--- src/hw/imem_pkg.sv ---
/*
  Instruction memory access package
  Shared widths, PMA region attribute layout and the
  privilege, fetch state and fetch result encodings
*/

`default_nettype none

package imem_pkg;

  ////////////////////////////////////////
  // Widths and counts
  ////////////////////////////////////////

  // Address and instruction word width
  localparam int XLEN    = 32;
  // Number of PMA regions checked per fetch
  localparam int PMA_CNT = 4;

  ////////////////////////////////////////
  // Types
  ////////////////////////////////////////

  // One PMA region, matched when (adr & mask) == base
  typedef struct packed {
    logic [XLEN-1:0] base;
    logic [XLEN-1:0] mask;
    // Instruction fetch allowed
    logic            exec;
    // User mode may fetch
    logic            user;
  } pma_attr_t;

  // RISC-V privilege encoding
  typedef enum logic [1:0] {
    PRV_U = 2'b00,
    PRV_S = 2'b01,
    PRV_M = 2'b11
  } prv_e;

  // Fetch controller FSM
  typedef enum logic [2:0] {
    FS_IDLE,
    FS_BUS_REQ,
    FS_BUS_REL,
    FS_RESP,
    FS_WAIT_DROP
  } fetch_state_e;

  // Outcome of one fetch
  typedef enum logic [1:0] {
    RES_OK,
    RES_MISALIGNED,
    RES_ACCESS,
    RES_BUS_ERR
  } fetch_result_e;

endpackage

`default_nettype wire

--- src/hw/imem_chk_if.sv ---
/*
  Registered fetch request
  Links the request stage to the region checkers
  and the fetch controller
*/

`timescale 1ns/100ps
`default_nettype none

interface imem_chk_if;

  import imem_pkg::*;

  // Request held, high until the edge after done
  logic            valid;
  // Registered fetch address
  logic [XLEN-1:0] adr;
  // Privilege of the fetch
  prv_e            prv;
  // Low address bits not zero
  logic            misaligned;
  // One cycle pulse, transaction finished
  logic            done;

  // Request stage side
  modport src (
    output valid, adr, prv, misaligned,
    input  done
  );

  // Region comparators only look at the address
  modport region (
    input adr
  );

  // Fetch controller side
  modport fetch (
    input  valid, adr, prv, misaligned,
    output done
  );

endinterface

`default_nettype wire

--- src/hw/imem_ctrl.sv ---
/*
  Instruction memory access block, no-cache path
  Request stage, PMA region checkers and fetch controller
*/

`timescale 1ns/100ps
`default_nettype none

module imem_ctrl (
  input  logic                      clk_i,
  input  logic                      rst_n_i,

  // CPU side
  input  logic                      imem_req_i,
  input  logic [imem_pkg::XLEN-1:0] imem_adr_i,
  input  imem_pkg::prv_e            imem_prv_i,
  output logic                      imem_ack_o,
  output logic [imem_pkg::XLEN-1:0] imem_parcel_o,
  output logic                      imem_error_o,
  output logic                      imem_misaligned_o,

  // PMA configuration
  input  imem_pkg::pma_attr_t       pma_cfg_i [imem_pkg::PMA_CNT],

  // Bus side
  output logic                      bus_req_o,
  output logic [imem_pkg::XLEN-1:0] bus_adr_o,
  output logic                      bus_user_o,
  input  logic                      bus_ack_i,
  input  logic [imem_pkg::XLEN-1:0] bus_rdata_i,
  input  logic                      bus_err_i
);

  import imem_pkg::*;

  // Region results, bit k from checker k
  logic [PMA_CNT-1:0] region_hit;
  logic [PMA_CNT-1:0] region_exec;
  logic [PMA_CNT-1:0] region_user;

  imem_chk_if chk_if ();

  ////////////////////////////////////////
  // Request capture
  ////////////////////////////////////////

  imem_req_stage u_req_stage (
    .clk_i      ( clk_i      ),
    .rst_n_i    ( rst_n_i    ),
    .imem_req_i ( imem_req_i ),
    .imem_adr_i ( imem_adr_i ),
    .imem_prv_i ( imem_prv_i ),
    .chk        ( chk_if.src )
  );

  ////////////////////////////////////////
  // PMA region checkers
  ////////////////////////////////////////

  for (genvar k = 0; k < PMA_CNT; k++)
  begin : g_region
    pma_region_chk u_region_chk (
      .chk    ( chk_if.region  ),
      .attr_i ( pma_cfg_i[k]   ),
      .hit_o  ( region_hit[k]  ),
      .exec_o ( region_exec[k] ),
      .user_o ( region_user[k] )
    );
  end

  ////////////////////////////////////////
  // Fetch control
  ////////////////////////////////////////

  imem_fetch_ctrl u_fetch_ctrl (
    .clk_i             ( clk_i             ),
    .rst_n_i           ( rst_n_i           ),
    .chk               ( chk_if.fetch      ),
    .region_hit_i      ( region_hit        ),
    .region_exec_i     ( region_exec       ),
    .region_user_i     ( region_user       ),
    .imem_req_i        ( imem_req_i        ),
    .imem_ack_o        ( imem_ack_o        ),
    .imem_parcel_o     ( imem_parcel_o     ),
    .imem_error_o      ( imem_error_o      ),
    .imem_misaligned_o ( imem_misaligned_o ),
    .bus_req_o         ( bus_req_o         ),
    .bus_adr_o         ( bus_adr_o         ),
    .bus_user_o        ( bus_user_o        ),
    .bus_ack_i         ( bus_ack_i         ),
    .bus_rdata_i       ( bus_rdata_i       ),
    .bus_err_i         ( bus_err_i         )
  );

endmodule

`default_nettype wire

--- src/hw/imem_fetch_ctrl.sv ---
/*
  Fetch controller
  Resolves the PMA region results, classifies the fetch,
  runs the four-phase bus read and answers the CPU
*/

`timescale 1ns/100ps
`default_nettype none

module imem_fetch_ctrl (
  input  logic                         clk_i,
  input  logic                         rst_n_i,

  // Registered request
  imem_chk_if.fetch                    chk,

  // Region checker results
  input  logic [imem_pkg::PMA_CNT-1:0] region_hit_i,
  input  logic [imem_pkg::PMA_CNT-1:0] region_exec_i,
  input  logic [imem_pkg::PMA_CNT-1:0] region_user_i,

  // CPU side
  input  logic                         imem_req_i,
  output logic                         imem_ack_o,
  output logic [imem_pkg::XLEN-1:0]    imem_parcel_o,
  output logic                         imem_error_o,
  output logic                         imem_misaligned_o,

  // Bus side
  output logic                         bus_req_o,
  output logic [imem_pkg::XLEN-1:0]    bus_adr_o,
  output logic                         bus_user_o,
  input  logic                         bus_ack_i,
  input  logic [imem_pkg::XLEN-1:0]    bus_rdata_i,
  input  logic                         bus_err_i
);

  import imem_pkg::*;

  fetch_state_e    state;
  fetch_result_e   cls;
  fetch_result_e   res_q;
  logic [XLEN-1:0] parcel_q;
  logic            done_q;
  logic            sel_hit;
  logic            sel_exec;
  logic            sel_user;

  ////////////////////////////////////////
  // Region priority and classification
  ////////////////////////////////////////

  // Lowest index hit wins, scan downwards
  always_comb
  begin
    sel_hit  = 1'b0;
    sel_exec = 1'b0;
    sel_user = 1'b0;
    for (int k = PMA_CNT-1; k >= 0; k--)
    begin
      if (region_hit_i[k])
      begin
        sel_hit  = 1'b1;
        sel_exec = region_exec_i[k];
        sel_user = region_user_i[k];
      end
    end
  end

  // Misalignment first, then region checks
  always_comb
  begin
    if (chk.misaligned)
      cls = RES_MISALIGNED;
    else if (!sel_hit || !sel_exec)
      cls = RES_ACCESS;
    else if ((chk.prv == PRV_U) && !sel_user)
      cls = RES_ACCESS;
    else
      cls = RES_OK;
  end

  ////////////////////////////////////////
  // FSM
  ////////////////////////////////////////

  always_ff @(posedge clk_i)
  begin
    if (!rst_n_i)
    begin
      state      <= FS_IDLE;
      res_q      <= RES_OK;
      bus_req_o  <= 1'b0;
      imem_ack_o <= 1'b0;
      done_q     <= 1'b0;
    end
    else
    begin
      done_q <= 1'b0;
      unique case (state)
        FS_IDLE:
          if (chk.valid)
          begin
            res_q <= cls;
            // Good fetch goes to the bus, faults answer at once
            if (cls == RES_OK)
            begin
              bus_req_o <= 1'b1;
              state     <= FS_BUS_REQ;
            end
            else
            begin
              imem_ack_o <= 1'b1;
              state      <= FS_RESP;
            end
          end
        FS_BUS_REQ:
          if (bus_ack_i)
          begin
            bus_req_o <= 1'b0;
            if (bus_err_i)
              res_q <= RES_BUS_ERR;
            state <= FS_BUS_REL;
          end
        // Slave must drop its ack before the CPU sees ours
        FS_BUS_REL:
          if (!bus_ack_i)
          begin
            imem_ack_o <= 1'b1;
            state      <= FS_RESP;
          end
        FS_RESP:
          if (!imem_req_i)
          begin
            imem_ack_o <= 1'b0;
            done_q     <= 1'b1;
            state      <= FS_WAIT_DROP;
          end
        // Request stage still shows valid this cycle
        FS_WAIT_DROP:
          state <= FS_IDLE;
        default:
          state <= FS_IDLE;
      endcase
    end
  end

  ////////////////////////////////////////
  // Read data
  ////////////////////////////////////////

  // Zero on any fault
  always_ff @(posedge clk_i)
  begin
    if ((state == FS_IDLE) && chk.valid)
      parcel_q <= '0;
    else if ((state == FS_BUS_REQ) && bus_ack_i)
      parcel_q <= bus_err_i ? '0 : bus_rdata_i;
  end

  ////////////////////////////////////////
  // Outputs
  ////////////////////////////////////////

  assign chk.done          = done_q;
  assign imem_parcel_o     = parcel_q;
  assign imem_error_o      = (res_q == RES_ACCESS) | (res_q == RES_BUS_ERR);
  assign imem_misaligned_o = (res_q == RES_MISALIGNED);

  // Held stable by the request stage during the bus cycle
  assign bus_adr_o  = chk.adr;
  assign bus_user_o = (chk.prv == PRV_U);

endmodule

`default_nettype wire

--- src/hw/imem_req_stage.sv ---
/*
  Fetch request stage
  Captures one CPU request, holds address and privilege
  until the fetch controller signals done
*/

`timescale 1ns/100ps
`default_nettype none

module imem_req_stage (
  input  logic                      clk_i,
  input  logic                      rst_n_i,

  // CPU request
  input  logic                      imem_req_i,
  input  logic [imem_pkg::XLEN-1:0] imem_adr_i,
  input  imem_pkg::prv_e            imem_prv_i,

  // Registered request out
  imem_chk_if.src                   chk
);

  ////////////////////////////////////////
  // Capture control
  ////////////////////////////////////////

  logic capture;

  // Capture when idle and a request is present
  // Done only follows a dropped request
  assign capture = ~chk.valid & imem_req_i;

  // Busy flag doubles as the valid flag
  always_ff @(posedge clk_i)
  begin
    if (!rst_n_i)
    begin
      chk.valid <= 1'b0;
    end
    else
    begin
      // Done wins, new capture from the next cycle
      if (chk.done)
        chk.valid <= 1'b0;
      else if (capture)
        chk.valid <= 1'b1;
    end
  end

  ////////////////////////////////////////
  // Request payload
  ////////////////////////////////////////

  always_ff @(posedge clk_i)
  begin
    if (capture)
    begin
      chk.adr <= imem_adr_i;
      chk.prv <= imem_prv_i;
    end
  end

  // Word alignment only, no compressed parcels
  assign chk.misaligned = |chk.adr[1:0];

endmodule

`default_nettype wire

--- src/hw/pma_region_chk.sv ---
/*
  PMA region comparator
  Matches the registered fetch address against one
  region and forwards its attributes on a hit
*/

`timescale 1ns/100ps
`default_nettype none

module pma_region_chk (
  // Registered address
  imem_chk_if.region          chk,

  // Region configuration
  input  imem_pkg::pma_attr_t attr_i,

  // Per region results
  output logic                hit_o,
  output logic                exec_o,
  output logic                user_o
);

  ////////////////////////////////////////
  // Address match
  ////////////////////////////////////////

  logic [$bits(attr_i.base)-1:0] masked_adr;

  // Don't care bits removed by the mask
  assign masked_adr = chk.adr & attr_i.mask;

  // Region hit
  assign hit_o = (masked_adr == attr_i.base);

  ////////////////////////////////////////
  // Attributes
  ////////////////////////////////////////

  // Silent when no hit, keeps the priority
  // encoder downstream simple
  assign exec_o = hit_o & attr_i.exec;
  assign user_o = hit_o & attr_i.user;

endmodule

`default_nettype wire

--- config.mk ---
export PLATFORM = sky130hd
export DESIGN_NAME = imem_ctrl
export DESIGN_NICKNAME = d
export VERILOG_FILES = /design/src/hw/imem_pkg.sv /design/src/hw/imem_chk_if.sv /design/src/hw/imem_ctrl.sv /design/src/hw/imem_fetch_ctrl.sv /design/src/hw/imem_req_stage.sv /design/src/hw/pma_region_chk.sv
export SDC_FILE = /design/constraint.sdc
export NUM_CORES = 1
export LEC_CHECK = 0
export ABC_AREA = 1
export BUFFER_PORTS_ARGS = -buffer_cell sky130_fd_sc_hd__buf_2
export CAP_MARGIN = 20
export CORE_AREA = 3 3 154 156
export CTS_CLUSTER_SIZE = 12
export DETAILED_ROUTE_END_ITERATION = 10
export DIE_AREA = 0 0 157 159
export PLACE_DENSITY_LB_ADDON = 0.3
export SYNTH_ARGS = -nofsm -noshare
export SYNTH_HDL_FRONTEND = slang
export SYNTH_SLANG_ARGS = --single-unit
--- constraint.sdc ---
create_clock -name clk_i -period 2.1 [get_ports clk_i]
set_clock_uncertainty 0.1 [all_clocks]
set_input_delay 0.21 -clock clk_i [delete_from_list [all_inputs] [get_ports clk_i]]
set_output_delay 0.21 -clock clk_i [all_outputs]
set_load 0.01 [all_outputs]
==> impl_results.md, run 1 <==
- Status: finished with violations
- Failing checks: setup timing
- Total GRT Usage: between 10% and 20%
- Vias in the first global route: 6,797
- Avg Inst Size Synth: 6.79 sq um
- Post-synth top area cell: nand2_1
- Largest net degree at the start of global routing: 35
- Clk sink count: 75
- Remaining global-route overflow: 0
- First-pass DRT Iterations: 4
- CP Capture Type: flop
- Share of the synthesized area in the top cell type: 22.1%
- Final ANT Viol Nets: 0
- Die Wd: 157 um
- Via-to-Cell Ratio: between 4 and 5
- Worst Tran Pin Value: around 0.39 ns
- Most frequent CP cell: nand2_1
- RSZ-0062 raised after global routing: true
- Commonest non-fill, non-tap cells in the layout: buf_2 (403), nand2_1 (287), nand3_1 (78), xor2_1 (46)
- Unique cell type count in the Yosys netlist: 27
- Synth area leaders: nand2_1 (22%), edfxtp_1 (20%), dfxtp_1 (16%), xor2_1 (8.7%), nand3_1 (8.0%)
- Mapped Cells: 740
- Core Area: around 23,000 sq um
- Yosys Warn Count: 0
- Synthesis-to-finish area growth: 68.5%
- Final Wtd Congestion: around 0.91
- Die footprint: roughly 25,000 sq um
- Max IR drop VDD: 0.000525 V
- Setup slack after layout: -0.0236 ns
- Total Wirelength: 25.5 mm
- Die height: 159 um
- Worst Path Arrival: 2.25 ns
- Initial antenna violation count: 8
- TritonCTS clock tree: done
- #FFs+latches synth: between 70 and 80
- DRT iter0 DRCs: ~270
- Cell area after technology mapping: roughly 5000 sq um
- Fraction of the yosys area taken by sequential cells: a little over a third
- Clock Path Buffers: 2
- Leak Pwr: about 4.2 nW
- Worst relative slew slack: between 70% and 80%
- Worst endpoint required time: between 2 and 2.5 ns
- Max Cap Viol: 0
- Pwr/cell area: 650 nW/um^2
- Final Hold Fails: 0
- Initial core utilization: 22.3%
- IO Count: between 400 and 500
- Vias: 6,686
- Routed length per instance: about 17 um
- Critical-path cell list: buf_4, nand2_1, or2_0, nand4_1, nor2_1, nand2_1, nor2_2, nand3_1, nand2_1, inv_1, nand2_2, nand3_2, nand2_2, nand2_1, nand2_1, a21oi_1
- Rows: 55
- Commonest non-fill, non-tap cell in the layout: buf_2
- Nets: approximately 1.6k
- HPWL Detailed: 21.6 mm
- Root Buffer: clkbuf_16
- Crit path kind: flop to flop
- Delay-heaviest family, CP: simple AND/OR/NAND/NOR gates
- I/O Buffers: 403
- F_max: around 0.47 GHz
- Pwr Total: 5.50 mW
- Slew Viols, Final: 0
- H-tree depth: 3
- Share of cells above drive strength 1: between 40% and 50%
- Hold_ws: 0.0235 ns
- Slowest stage delay, CP: 0.41 ns
- Final instance area: 8470 sq um
- Cts bufs inserted: 9
- Worst-skew pair later-pin latency: 0.34 ns
- Placed inst area: ~7600 sq um
- DRC: 0
- Setup violators final: 3
- First-pass GRT wire length: roughly 37 mm
- Bufs and invs on worst path: 2
- Hold Path Class: input pin to flop
- Syn_nets: ~1.1k
- Crit path time final: about 2.1 ns
- Slowest stage cell, crit path: edfxtp_1
- Crit path max fanout: 4
- Fin crit share: 101%
- Worst setup SP type: flop
- Clock Pin Slew Worst Setup and Hold Paths: ~0.070 ns
==> power by group <==
group | leakage [nW] | internal, mW | switching (mW)
Combinational | 3.44 | 0.875 | 1.07
Sequential | 0.659 | 1.81 | 0.175
Clock | 0.148 | 0.890 | 0.685
==> flip-flops by register name, indices dropped and copies added (netlist names) <==
name,cells
u_fetch_ctrl.chk.done,1
u_req_stage.chk.adr,32
u_fetch_ctrl.imem_parcel_o,32
u_fetch_ctrl.bus_req_o,1
u_fetch_ctrl.state,3
u_fetch_ctrl.res_q,2
u_req_stage.chk.prv,2
u_req_stage.chk.valid,1
u_fetch_ctrl.imem_ack_o,1
==> repair_timing <==
| action | in CTS | in global routing |
|---|---|---|
| gates resized for setup | 22 | 13 |
| hold buffers | 34 | 0 |
| buffers inserted | 8 | 2 |
| endpoints found under the setup margin | 4 | 4 |
| pin swaps | 13 | 4 |
| endpoints found under the hold margin | 34 | 0 |
==> layout make-up <==
type	instances	area, sq um
Multi-Input combinational cell	609	3100
Sequential cell	75	1840
Timing Repair Buffer	481	2710
Clock inverter	5	41.3
Tap cell	285	357
Clock buffer	11	254
Fill cell	2470	14000
Antenna cell	4	10.0
Inverter	42	158
==> stage by stage <==
| step | cells | setup WS [ns] | utilization (%) | setup TNS [ns] |
|---|---|---|---|---|
| 2_1_floorplan | 740 | 0.318 | - | 0 |
| 3_3_place_gp | 1448 | -0.249 | 33.9 | -0.768 |
| 4_1_cts | 1506 | 0.00144 | 37.3 | 0 |
| 5_1_grt | 1512 | -0.178 | 37.6 | -0.578 |
| 3_5_place_dp | 1448 | -0.194 | 33.9 | -0.629 |
| 6_report | 1512 | -0.0236 | 37.6 | -0.0480 |
==> logic make-up after synthesis <==
logic type / synth area share [%]
simple gates: 42.8
flops: 36.6
xor+xnor: 11.2
buf+inv: 4.26
compound gates: 5.15
==> tightest hold or removal path, delay by kind of cell <==
family                 cells  cell delay (ns)
AND/OR/NAND/NOR            1             0.07
AO/OA/AOI/OAI              1             0.05
buffers and inverters      1             0.09
==> cell usage after synthesis <==
cell and number:
xor2_1 50, nand4_1 13, nor2_2 2, or2_0 12, or2_2 1, clkbuf_1 11, nand3b_1 19, nand2_2 3
o2111ai_1 1, dfxtp_1 41, clkinv_1 1, or2_1 7, nand2_1 296, nand3_1 80, a211oi_1 2, nand3_2 1
nand4_2 1, buf_2 3, xnor2_1 14, a21boi_1 1, o21ai_0 7, o21a_1 1, nor3_1 6, nor2_1 55
inv_1 41, edfxtp_1 34, a21oi_1 37
==> layer usage <==
layer / wire, um / part of all wire [%] / vias to the layer above / track usage [%]
met1: 9510 / 37 / 2975 / 20.7
met2: 12900 / 51 / 294 / 34.6
met4: 824 / 3.2 / 8 / 7.60
met3: 2150 / 8.5 / 55 / 6.28
li1: - / - / 3354 / -
met5: 57 / 0.22 / - / 0
==> worst paths after layout <==
kind / startpoint / cells past startpoint / slack [ns] / end
setup / recovery: u_req_stage.chk.adr[26]$_DFFE_PP_ / 16 / -0.02 / u_fetch_ctrl.state[1]$_SDFFE_PN0P_
hold / removal: bus_rdata_i[14] / 3 / 0.02 / u_fetch_ctrl.imem_parcel_o[14]$_SDFFE_PP0P_
setup reg to reg: u_req_stage.chk.adr[26]$_DFFE_PP_ / 16 / -0.02 / u_fetch_ctrl.state[1]$_SDFFE_PN0P_
hold reg to reg: u_fetch_ctrl.chk.done$_SDFF_PN0_ / 1 / 0.29 / u_req_stage.chk.valid$_SDFFE_PP0P_
(Power assumes the default switching activity.)
==> run 2: changes to the inputs <==
--- a/config.mk
+++ b/config.mk
@@ -8,10 +8,10 @@
 export ABC_AREA = 1
 export BUFFER_PORTS_ARGS = -buffer_cell sky130_fd_sc_hd__buf_2
 export CAP_MARGIN = 20
-export CORE_AREA = 3 3 154 156
+export CORE_AREA = 2 2 158 160
 export CTS_CLUSTER_SIZE = 12
 export DETAILED_ROUTE_END_ITERATION = 10
-export DIE_AREA = 0 0 157 159
+export DIE_AREA = 0 0 160 162
 export PLACE_DENSITY_LB_ADDON = 0.3
 export SYNTH_ARGS = -nofsm -noshare
 export SYNTH_HDL_FRONTEND = slang
==> impl_results.md, run 2 (same netlist as run 1, synthesis figures left out) <==
- Status: finished, final reports clean
- Crit path kind: flop to flop
- Final instance area: around 8600 sq um
- Worst setup SP type: flop
- Worst relative slew slack: between 70% and 80%
- Share of cells above drive strength 1: 41.2%
- Placed inst area: between 7000 and 8000 sq um
- IO Count: roughly 400
- Wire length on met3: 1.83 mm
- Net Sw Frac: between 30 and 40%
- Gate power share: 34.9%
- Worst Tran Pin Value: 0.388 ns
- First-pass GRT wire length: 37.6 mm
- Fin cells: roughly 1.6k
- Total Wirelength: between 20 and 30 mm
- Pwr Total: around 5.6 mW
- Internal power: between 3 and 4 mW
- RSZ-0062 raised after global routing: true
- Pwr/cell area: roughly 650 nW/um^2
- Clock Path Buffers: 2
- Power share of the clock group: around 30%
- Die Wd: 160 um
- WL met2: ~13 mm
- R2r setup slk: roughly 0.016 ns
- Setup Slack @ Placement: -0.344 ns
- Total GRT Usage: just under 20%
- Max Cap Viol: 0
- Final ANT Viol Nets: 0
- H-tree depth: 3
- Worst-skew pair later-pin latency: roughly 0.35 ns
- Crit path time final: approximately 2.1 ns
- Top Layer Used: met5
- DRC: 0
- Setup slack after layout: about 0.016 ns
- CP Capture Type: flop
- Met1 wire length: slightly above 10 mm
- Rows: 57
- Initial antenna violation count: 10
- Hold Path Class: input pin to flop
- Core Area: 24,100 sq um
- Final Hold Fails: 0
- Vias: between 6k and 7k
- Routed length per instance: roughly 16 um
- Dpl cells: 1,489
- Slowest stage delay, CP: ~0.45 ns
- Worst Path Arrival: 2.23 ns
- Clk sink count: 75
- Nets: between 1.5k and 2k
- Remaining global-route overflow: 0
- Root Buffer: clkbuf_16
- P_sw: around 2 mW
- Crit path max fanout: 5
- Initial core utilization: 20.9%
- Leak Pwr: between 4 and 5 nW
- Cts bufs inserted: 9
- Largest net degree at the start of global routing: 35
- Most frequent CP cell: nand2_1
- Setup violators final: 0
- Final Wtd Congestion: about 0.93
- Clock Pin Slew Worst Setup and Hold Paths: ~0.07 ns
- Slowest stage cell, crit path: edfxtp_1
- Critical-path cell list: buf_6, nand3_2, nand4_1, nor2_2, nand2_1, nor2_2, nand3_2, nand2_1, inv_2, nand2_4, nand3_2, nand2_1, nand2_1, nand2_1, a21oi_2
- Via-to-Cell Ratio: approximately 4.3
- Worst endpoint required time: approximately 2.3 ns
- Max IR drop VDD: about 0.00053 V
- TritonCTS clock tree: done
- First-pass DRT Iterations: 5
- HPWL Detailed: around 22 mm
- DRT iter0 DRCs: approximately 290
- I/O Buffers: slightly above 400
- F_max: between 0.4 and 0.5 GHz
- Die height: 162 um
- Fin crit share: between 90% and 100%
- Slew Viols, Final: 0
- Synthesis-to-finish area growth: 71.5%
- Sequential Power Share: roughly 35%
- Commonest non-fill, non-tap cells in the layout: buf_2 (403), nand2_1 (290), nand3_1 (75), xor2_1 (48), buf_4 (43)
- Die footprint: 25,900 sq um
- Vias in the first global route: 6,793
- Commonest non-fill, non-tap cell in the layout: buf_2
[run 2: timing repair]
action / 4_1_cts / 5_1_grt
hold buffers: 37 / 0
setup buffers: 9 / 4
resized for setup: 19 / 21
pin swaps: 4 / 13
endpoints found under the setup margin: 4 / 4
hold endpoints to repair: 37 / 0
[run 2: cell type report]
type	count	area, sq um
clock inverter	6	57.6
sequential	75	1840
tap	324	405
clock buffer	10	250
antenna	7	17.5
fill	2681	15500
multi-input combinational	609	3110
inverter	42	158
timing repair buffer	489	2780
[run 2: path summary, 6_finish.rpt]
path,from,endpoint,depth (start not counted)
setup reg to reg,u_req_stage.chk.adr[1]$_DFFE_PP_,u_fetch_ctrl.state[1]$_SDFFE_PN0P_,15
hold / removal,bus_rdata_i[16],u_fetch_ctrl.imem_parcel_o[16]$_SDFFE_PP0P_,3
hold reg to reg,u_fetch_ctrl.chk.done$_SDFF_PN0_,u_req_stage.chk.valid$_SDFFE_PP0P_,1
setup / recovery,u_req_stage.chk.adr[1]$_DFFE_PP_,u_fetch_ctrl.state[1]$_SDFFE_PN0P_,15
[run 2: critical path, delay by kind of cell, from the launching register on]
family / cells / cell delay [ns]
AOI/OAI and AO/OA: 1 / 0.05
buffers and inverters: 2 / 0.22
DFF: 1 / 0.45
and+or+nand+nor: 12 / 1.15
[run 2: power groups by stage]
| stage | logic [mW] | clock network, mW | registers (mW) |
|---|---|---|---|
| 2_1_floorplan | 0.818 | 0 | 2.10 |
| 3_3_place_gp | 1.84 | 0 | 2.00 |
| 3_5_place_dp | 1.84 | 0 | 2.01 |
| 4_1_cts | 1.95 | 1.71 | 1.98 |
| 5_1_grt | 2.17 | 1.76 | 2.01 |
| 6_report | 1.95 | 1.66 | 1.98 |
[run 2: stage by stage]
step                      hold slack (ns)  util, %  setup TNS (ns)
final                              0.0187     35.8               0
after global routing               0.0139     35.8          -0.484
after CTS                        0.000298     35.3         -0.0168
after detailed placement            0.285     31.8           -1.26
after global placement              0.287     31.8           -1.31
after floorplan                     0.209        -               0
[run 2: metal layers]
layer	vias to the layer above	global-route usage (%)
li1	3374	-
met1	2947	21.3
met2	282	35.4
met3	40	5.36
met4	6	6.67
met5	-	0
